`src/fl_cfg.svh`:
```
`ifndef FL_CFG_SVH
`define FL_CFG_SVH

// Data word.
`define FL_WIDTH    16

// Buffer address space.
`define FL_BITADDR  6
`define FL_NUMADDR  64

// Banking of the data store.
`define FL_BITVBNK  2
`define FL_NUMVBNK  4
`define FL_BITVROW  4

// Free count must reach FL_NUMADDR.
`define FL_BITCNT   7

`endif

```
`src/fl_pkg.sv`:
```
`default_nettype none

`include "fl_cfg.svh"

package fl_pkg;

  // Virtual view, row above bank.
  typedef struct packed {
    logic [`FL_BITVROW-1:0] row;
    logic [`FL_BITVBNK-1:0] bank;
  } fl_vrow_s;

  // One buffer address, seen flat or split into bank and row.
  typedef union packed {
    logic [`FL_BITADDR-1:0] flat;
    fl_vrow_s               vrow;
  } fl_vaddr_u;

  // Physical address as reported on the read port.
  typedef struct packed {
    logic [`FL_BITVBNK-1:0] bank;
    logic [`FL_BITVROW-1:0] row;
  } fl_padr_s;

endpackage

`default_nettype wire

```
`src/fl_if.sv`:
```
`default_nettype none

`include "fl_cfg.svh"

interface fl_if;

  logic                   ready;
  logic                   push;
  logic [`FL_BITADDR-1:0] push_adr;
  logic                   pop;
  logic [`FL_BITADDR-1:0] pop_adr;
  logic                   empty;

  modport fsm_mp (output ready, push, push_adr);

  modport list_mp (input ready, push, push_adr, empty, output pop, pop_adr);

  modport cnt_mp (input push, pop, output empty);

  modport mem_mp (input pop, pop_adr);

endinterface

`default_nettype wire

```
`src/fl_init_fsm.sv`:
```
`default_nettype none

`include "fl_cfg.svh"

module fl_init_fsm (
  input  wire logic                   clk,
  input  wire logic                   rst_n,
  fl_if.fsm_mp                        f,
  input  wire logic                   dq_vld,
  input  wire logic [`FL_BITADDR-1:0] dq_adr,
  input  wire logic [`FL_BITADDR-1:0] fill_idx,
  input  wire logic                   fill_last
);

  typedef enum logic {
    FILL,
    RUN
  } state_t;

  state_t state;
  state_t state_nxt;

  always_comb begin
    state_nxt = state;
    case (state)
      FILL: if (fill_last) state_nxt = RUN; // Last address pushed this cycle.
      RUN:  state_nxt = RUN;
      default: state_nxt = FILL;
    endcase
  end

  always_ff @(posedge clk or negedge rst_n) begin
    if (!rst_n) begin
      state <= FILL;
    end else begin
      state <= state_nxt;
    end
  end

  // Fill pushes every address once, then dequeues take over.
  always_comb begin
    if (state == FILL) begin
      f.push     = 1'b1;
      f.push_adr = fill_idx;
    end else begin
      f.push     = dq_vld;
      f.push_adr = dq_adr;
    end
  end

  assign f.ready = (state == RUN);

endmodule

`default_nettype wire

```
`src/fl_count.sv`:
```
`default_nettype none

`include "fl_cfg.svh"

module fl_count (
  input  wire logic                   clk,
  input  wire logic                   rst_n,
  fl_if.cnt_mp                        f,
  input  wire logic [`FL_BITCNT-1:0]  bp_thr,
  output logic      [`FL_BITADDR-1:0] fill_idx,
  output logic                        fill_last,
  output logic                        ma_bp
);

  logic [`FL_BITCNT-1:0] count;
  logic                  fill_done;
  logic                  fill_en;

  // Free entries.
  always_ff @(posedge clk or negedge rst_n) begin
    if (!rst_n) begin
      count <= '0;
    end else begin
      case ({f.push, f.pop})
        2'b10:   count <= count + 1'b1;
        2'b01:   count <= count - 1'b1;
        default: count <= count; // Both or neither.
      endcase
    end
  end

  assign fill_en   = !fill_done && (count < `FL_NUMADDR);
  assign fill_last = fill_en && (fill_idx == `FL_BITADDR'(`FL_NUMADDR - 1));

  always_ff @(posedge clk or negedge rst_n) begin
    if (!rst_n) begin
      fill_idx  <= '0;
      fill_done <= 1'b0;
    end else begin
      if (fill_en) fill_idx <= fill_idx + 1'b1;
      if (fill_last) fill_done <= 1'b1;
    end
  end

  assign f.empty = (count == '0);

  // Quiet until the list has been filled.
  assign ma_bp = fill_done && (count <= bp_thr);

endmodule

`default_nettype wire

```
`src/free_list.sv`:
```
`default_nettype none

`include "fl_cfg.svh"

module free_list (
  input  wire logic                   clk,
  input  wire logic                   rst_n,
  fl_if.list_mp                       f,
  input  wire logic                   malloc,
  output logic      [`FL_BITADDR-1:0] ma_adr
);

  logic [`FL_BITADDR-1:0] list_mem [`FL_NUMADDR];
  logic [`FL_BITADDR-1:0] head;
  logic [`FL_BITADDR-1:0] tail;

  // Only an empty list blocks a malloc.
  assign f.pop = malloc && f.ready && !f.empty;

  assign f.pop_adr = list_mem[head];
  assign ma_adr    = list_mem[head]; // Valid only while not empty.

  // Pointers wrap naturally at 64 entries.
  always_ff @(posedge clk or negedge rst_n) begin
    if (!rst_n) begin
      head <= '0;
      tail <= '0;
    end else begin
      if (f.pop) begin
        head <= head + 1'b1;
      end
      if (f.push) begin
        tail <= tail + 1'b1;
      end
    end
  end

  // Append at tail.
  always_ff @(posedge clk) begin
    if (f.push) begin
      list_mem[tail] <= f.push_adr;
    end
  end

endmodule

`default_nettype wire

```
`src/bank_array.sv`:
```
`default_nettype none

`include "fl_cfg.svh"

module bank_array
  import fl_pkg::*;
(
  input  wire logic                   clk,
  input  wire logic                   rst_n,
  fl_if.mem_mp                        f,
  input  wire logic [`FL_WIDTH-1:0]   ma_din,
  input  wire logic                   read,
  input  wire logic [`FL_BITADDR-1:0] rd_adr,
  output logic                        rd_vld,
  output logic      [`FL_WIDTH-1:0]   rd_dout,
  output fl_padr_s                    rd_padr
);

  localparam int NUMVROW = 1 << `FL_BITVROW;

  logic [`FL_WIDTH-1:0] mem [`FL_NUMVBNK][NUMVROW];

  fl_vaddr_u             wr_va;
  fl_vaddr_u             rd_va;
  logic [`FL_NUMVBNK-1:0] bank_we;

  assign wr_va.flat = f.pop_adr;
  assign rd_va.flat = rd_adr;

  // One-hot bank write enable.
  always_comb begin
    bank_we = '0;
    if (f.pop) begin
      bank_we[wr_va.vrow.bank] = 1'b1;
    end
  end

  always_ff @(posedge clk) begin
    for (int b = 0; b < `FL_NUMVBNK; b++) begin
      if (bank_we[b]) begin
        mem[b][wr_va.vrow.row] <= ma_din;
      end
    end
  end

  // Read sees the old word on a same-cycle write.
  always_ff @(posedge clk) begin
    if (read) begin
      rd_dout      <= mem[rd_va.vrow.bank][rd_va.vrow.row];
      rd_padr.bank <= rd_va.vrow.bank;
      rd_padr.row  <= rd_va.vrow.row;
    end
  end

  always_ff @(posedge clk or negedge rst_n) begin
    if (!rst_n) begin
      rd_vld <= 1'b0;
    end else begin
      rd_vld <= read; // One cycle after the request.
    end
  end

endmodule

`default_nettype wire

```
`src/fl_mem_top.sv`:
```
`default_nettype none

`include "fl_cfg.svh"

module fl_mem_top (
  input  wire logic                               clk,
  input  wire logic                               rst_n,
  input  wire logic                               malloc,
  input  wire logic [`FL_WIDTH-1:0]               ma_din,
  input  wire logic                               dq_vld,
  input  wire logic [`FL_BITADDR-1:0]             dq_adr,
  input  wire logic                               read,
  input  wire logic [`FL_BITADDR-1:0]             rd_adr,
  input  wire logic [`FL_BITCNT-1:0]              bp_thr,
  output logic                                    ready,
  output logic      [`FL_BITADDR-1:0]             ma_adr,
  output logic                                    ma_bp,
  output logic                                    rd_vld,
  output logic      [`FL_WIDTH-1:0]               rd_dout,
  output logic      [`FL_BITVBNK+`FL_BITVROW-1:0] rd_padr
);

  logic [`FL_BITADDR-1:0] fill_idx;
  logic                   fill_last;

  fl_if fl_bus ();

  assign ready = fl_bus.ready;

  fl_init_fsm u_fsm (
    .clk       (clk),
    .rst_n     (rst_n),
    .f         (fl_bus.fsm_mp),
    .dq_vld    (dq_vld),
    .dq_adr    (dq_adr),
    .fill_idx  (fill_idx),
    .fill_last (fill_last)
  );

  fl_count u_count (
    .clk       (clk),
    .rst_n     (rst_n),
    .f         (fl_bus.cnt_mp),
    .bp_thr    (bp_thr),
    .fill_idx  (fill_idx),
    .fill_last (fill_last),
    .ma_bp     (ma_bp)
  );

  free_list u_list (
    .clk    (clk),
    .rst_n  (rst_n),
    .f      (fl_bus.list_mp),
    .malloc (malloc),
    .ma_adr (ma_adr)
  );

  bank_array u_banks (
    .clk     (clk),
    .rst_n   (rst_n),
    .f       (fl_bus.mem_mp),
    .ma_din  (ma_din),
    .read    (read),
    .rd_adr  (rd_adr),
    .rd_vld  (rd_vld),
    .rd_dout (rd_dout),
    .rd_padr (rd_padr)
  );

endmodule

`default_nettype wire

```
`config.mk`:
```
export PLATFORM = sky130hd
export DESIGN_NAME = fl_mem_top
export DESIGN_NICKNAME = d
export VERILOG_FILES = /design/src/fl_pkg.sv /design/src/fl_if.sv /design/src/fl_init_fsm.sv /design/src/fl_count.sv /design/src/free_list.sv /design/src/bank_array.sv /design/src/fl_mem_top.sv
export VERILOG_INCLUDE_DIRS = /design/src /design/src/src
export SDC_FILE = /design/constraint.sdc
export NUM_CORES = 1
export LEC_CHECK = 0
export ABC_CLOCK_PERIOD_IN_PS = 5600
export BUFFER_PORTS_ARGS = -buffer_cell sky130_fd_sc_hd__buf_4
export CAP_MARGIN = 5
export CORE_MARGIN = 2
export CORE_UTILIZATION = 60
export CTS_CLUSTER_SIZE = 8
export DETAILED_ROUTE_END_ITERATION = 8
export PLACE_DENSITY = 0.85
export SETUP_SLACK_MARGIN = 0.02
export SLEW_MARGIN = 20
export SYNTH_ARGS = -nofsm -noshare
export SYNTH_HDL_FRONTEND = slang
export SYNTH_SLANG_ARGS = --single-unit
```
`constraint.sdc`:
```
create_clock -name clk -period 5.6 [get_ports clk]
set_input_delay 1.12 -clock clk [delete_from_list [all_inputs] [get_ports clk]]
set_output_delay 1.12 -clock clk [all_outputs]
set_load 0.02 [all_outputs]
```
==> results.md <==
- Syn. warnings: 0
- R2R depth: 9
- Comb pwr share: 0.035
- Die H: 311 µm
- R2R Path End: u_banks.mem[1][59]
- Sw Share: 0.217
- Endpoint type of the worst setup path: primary output
- Unrepaired setup endpoints after global routing: false
- Routed WL: 157000 µm
- Crit path required time: around 4.5 ns
- Finished Cell Area: roughly 0.065 mm²
- Reg-to-reg critical path startpoint: u_list.head[2]
- Initial Util: 0.607
- Reg2reg setup slack: a little over 0.7 ns
- Final Hold Vio Count: 0
- Initial antenna violation count: 8
- Clock transition at path regs: approximately 0.050 ns
- Fmax: roughly 190 MHz
- Final setup margin: roughly 0.34 ns
- Leakage: approximately 20 nW
- Worst slack, placed: roughly 1.0 ns
- Register area share after synthesis: 0.770
- Clk Latency, worst-skew pair: between 0.8 and 0.9 ns
- Tcrit/Tclk final: 0.939
- Worst VDD drop: roughly 0.00035 V
- Clk pwr share: 0.466
- I/O pins: 71
- Power Dens Cells: between 300 and 400 mW/mm²
- Clock root cell: clkbuf_16
- Critical Path AT: 4.14 ns
- CTS Sinks: 1458
- Worst min path class: primary input to async pin
- Fillers: 4895
- Core area: 0.0935 mm²
- DRC violation count after routing: 0
- WL per Instance: between 30 and 40 µm
- Register area: between 0.04 and 0.05 mm²
- First-pass DRT Iterations: 8
- Sequential power share: 0.499
- CTS tree: yes
- Synth cell types: 66
- Die area: ~0.097 mm²
- Share of cells above drive strength 1: 0.307
- Vias in the first global route: 29900
- Max Cap Viol: 0
- Synthesized flop and latch total: 1458
- 1st-iter DRT viols: ~5300
- Total GRT Usage: 0.329
- Number of port buffers: 70
- CTS Buffer Depth: 3
- Post-synth EDFFs: 1430
- Worst Skew: between 0.04 and 0.05 ns
- # nets final: between 2000 and 3000
- Synth Instances: between 2000 and 2500
- Max-slew headroom: 0.230
- Die width: a little over 300 µm
- Synth Flop Type: edfxtp_1
- Crit start category: flop
- Post-layout min period: between 5 and 6 ns
- Post-synthesis net count: roughly 2500
- Largest net degree at the start of global routing: 77
- Final Max Slew Viols: 0
- Int Pwr: roughly 19 mW
- Setup TNS: 0 ns
- Dpl cell area: between 0.05 and 0.06 mm²
- Post-CTS Resized: 0
- First-pass GRT wire length: about 230000 µm
- Setup bufs post-CTS: 0
- Std cell rows: between 100 and 150
- Async set-reset flop share out of synthesis: 0.0192
- Mapped cell area: about 0.057 mm²
- Remaining Overflow, GRT: 0
- H-tree depth: 4
- Status: finished, final reports clean
- Vias post-DR: approximately 30000
- NetSw: between 5 and 6 mW
- Kind of critical path: flop to primary output
- Multi-input logic area: ~0.012 mm²
- Final setup violation count: 0
- Gpl congestion: between 0.8 and 0.9
- Mapped Avg Cell Area: 23.3 µm²
- Area Overhead vs Synth: 14.1%
- Hold_buf cts: 0
- Post-DRT Antenna Nets: 0
- Total CTS buffers: 200
- Hpwl dp: approximately 80000 µm
- Crit path max fanout: 39
- Slew of the pin with the lowest slew margin: 1.16 ns
- Drt via density: ~7.4
Yosys cell counts (8+ instances only):
master / number / share of area
nor3_1: 19 / 0.0017
mux4_2: 414 / 0.16
buf_6: 9 / 0.0018
mux4_1: 23 / 0.011
nand2b_1: 10 / 0.0011
buf_1: 33 / 0.0022
nor2_1: 134 / 0.0089
mux2_2: 12 / 0.0024
xnor2_1: 15 / 0.0023
nand3b_1: 8 / 0.0011
o21ai_0: 8 / 0.00071
nor2b_1: 9 / 0.00099
ha_1: 12 / 0.0026
nand2_1: 32 / 0.0021
buf_2: 13 / 0.0011
buf_4: 9 / 0.0012
edfxtp_1: 1430 / 0.76
inv_1: 12 / 0.00079
a22oi_1: 8 / 0.0011
clkbuf_1: 65 / 0.0043
mux2i_1: 19 / 0.0034
nand3_1: 9 / 0.00079
dfrtp_1: 28 / 0.012
a21oi_1: 15 / 0.0013
stage by stage:
step	util	instances	hold WS [ns]	power (mW)
2_1_floorplan	-	2439	0.459	12.6
3_3_place_gp	0.632	3725	0.475	12.9
3_5_place_dp	0.632	3725	0.499	13.0
4_1_cts	0.692	3992	0.294	24.0
5_1_grt	0.692	3992	0.321	24.4
6_report	0.692	3996	0.322	24.0
power by group through the flow:
stage | logic [mW] | registers (mW) | clock network, mW
detailed placement | 0.778 | 12.2 | 0
CTS | 0.818 | 12.0 | 11.2
global route | 0.844 | 12.0 | 11.6
global placement | 0.735 | 12.2 | 0
finish | 0.833 | 12.0 | 11.2
floorplan | 0.379 | 12.2 | 0
kinds of logic after synthesis:
| group | share of synthesized area |
|---|---|
| simple gates | 0.0221 |
| xor+xnor | 0.00340 |
| fa+ha+maj | 0.00265 |
| buf+inv | 0.0132 |
| flops | 0.770 |
| mux | 0.181 |
| compound gates | 0.00832 |
cell usage in the layout (no fill, tap or decap), drive strengths merged, types with 5 or more instances in the layout:
cell	synthesis	routed
nand3b	8	8
a31oi	5	5
or3b	11	11
mux2i	19	19
or2	5	5
buf	68	168
xnor2	15	15
o21ai	9	9
nand2b	10	10
nor2b	9	9
a21oi	15	15
nor3	19	19
xor2	7	7
edfxtp	1430	1430
and2	6	6
ha	12	12
nand2	32	32
dfrtp	28	28
a22oi	8	8
clkinv	0	11
nand3	9	9
mux4	437	437
nand4	6	6
inv	13	17
mux2	12	12
nor2	134	134
clkbuf	66	251
layout make-up:
cell class,instances,area share
Clock buffer,251,0.0803
Inverter,13,0.000754
Timing Repair Buffer,168,0.0219
Sequential cell,1458,0.675
Antenna cell,4,0.000155
Tap cell,1254,0.0242
Clock inverter,16,0.00599
Multi-Input combinational cell,832,0.192
worst max-delay path, stage by stage (launching register included):
cell     delay, ns
dfrtp_4       0.94
buf_12        0.30
mux4_2        0.54
mux4_2        0.52
mux2i_1       0.27
nand2_1       0.17
o21ai_0       0.30
inv_1         0.10
buf_4         0.18
state kept, by name, summed over array words and instances, names as in the netlist:
register and flops:
u_banks.rd_padr 6, u_count.fill_idx 6, u_count.fill_done 1, u_count.count 7
u_list.head 6, u_banks.mem 1024, u_fsm.f.ready 1, u_list.tail 6
u_banks.rd_dout 16, u_banks.rd_vld 1, u_list.list_mem 384
how the worst max path moves through the flow:
stage | slack [ns] | cells after the start | from | end
final | 0.34 | 8 | u_list.head[0] | ma_adr[0]
after global routing | 0.20 | 8 | u_list.head[0] | ma_adr[0]
after global placement | 1.14 | 9 | u_list.head[0] | u_banks.mem[2][119]
after CTS | 0.36 | 7 | u_list.head[0] | ma_adr[4]
after floorplan | 1.25 | 11 | u_list.head[0] | u_banks.mem[0][112]
after detailed placement | 1.0 | 9 | u_list.head[0] | u_banks.mem[2][118]
layer usage:
metal / global-route usage / part of all wire
met1: 0.424 / 0.32
met2: 0.537 / 0.50
met3: 0.0725 / 0.12
met4: 0.167 / 0.061
met5: 0 / 0.00042
Power figures use the tool's default switching activity.
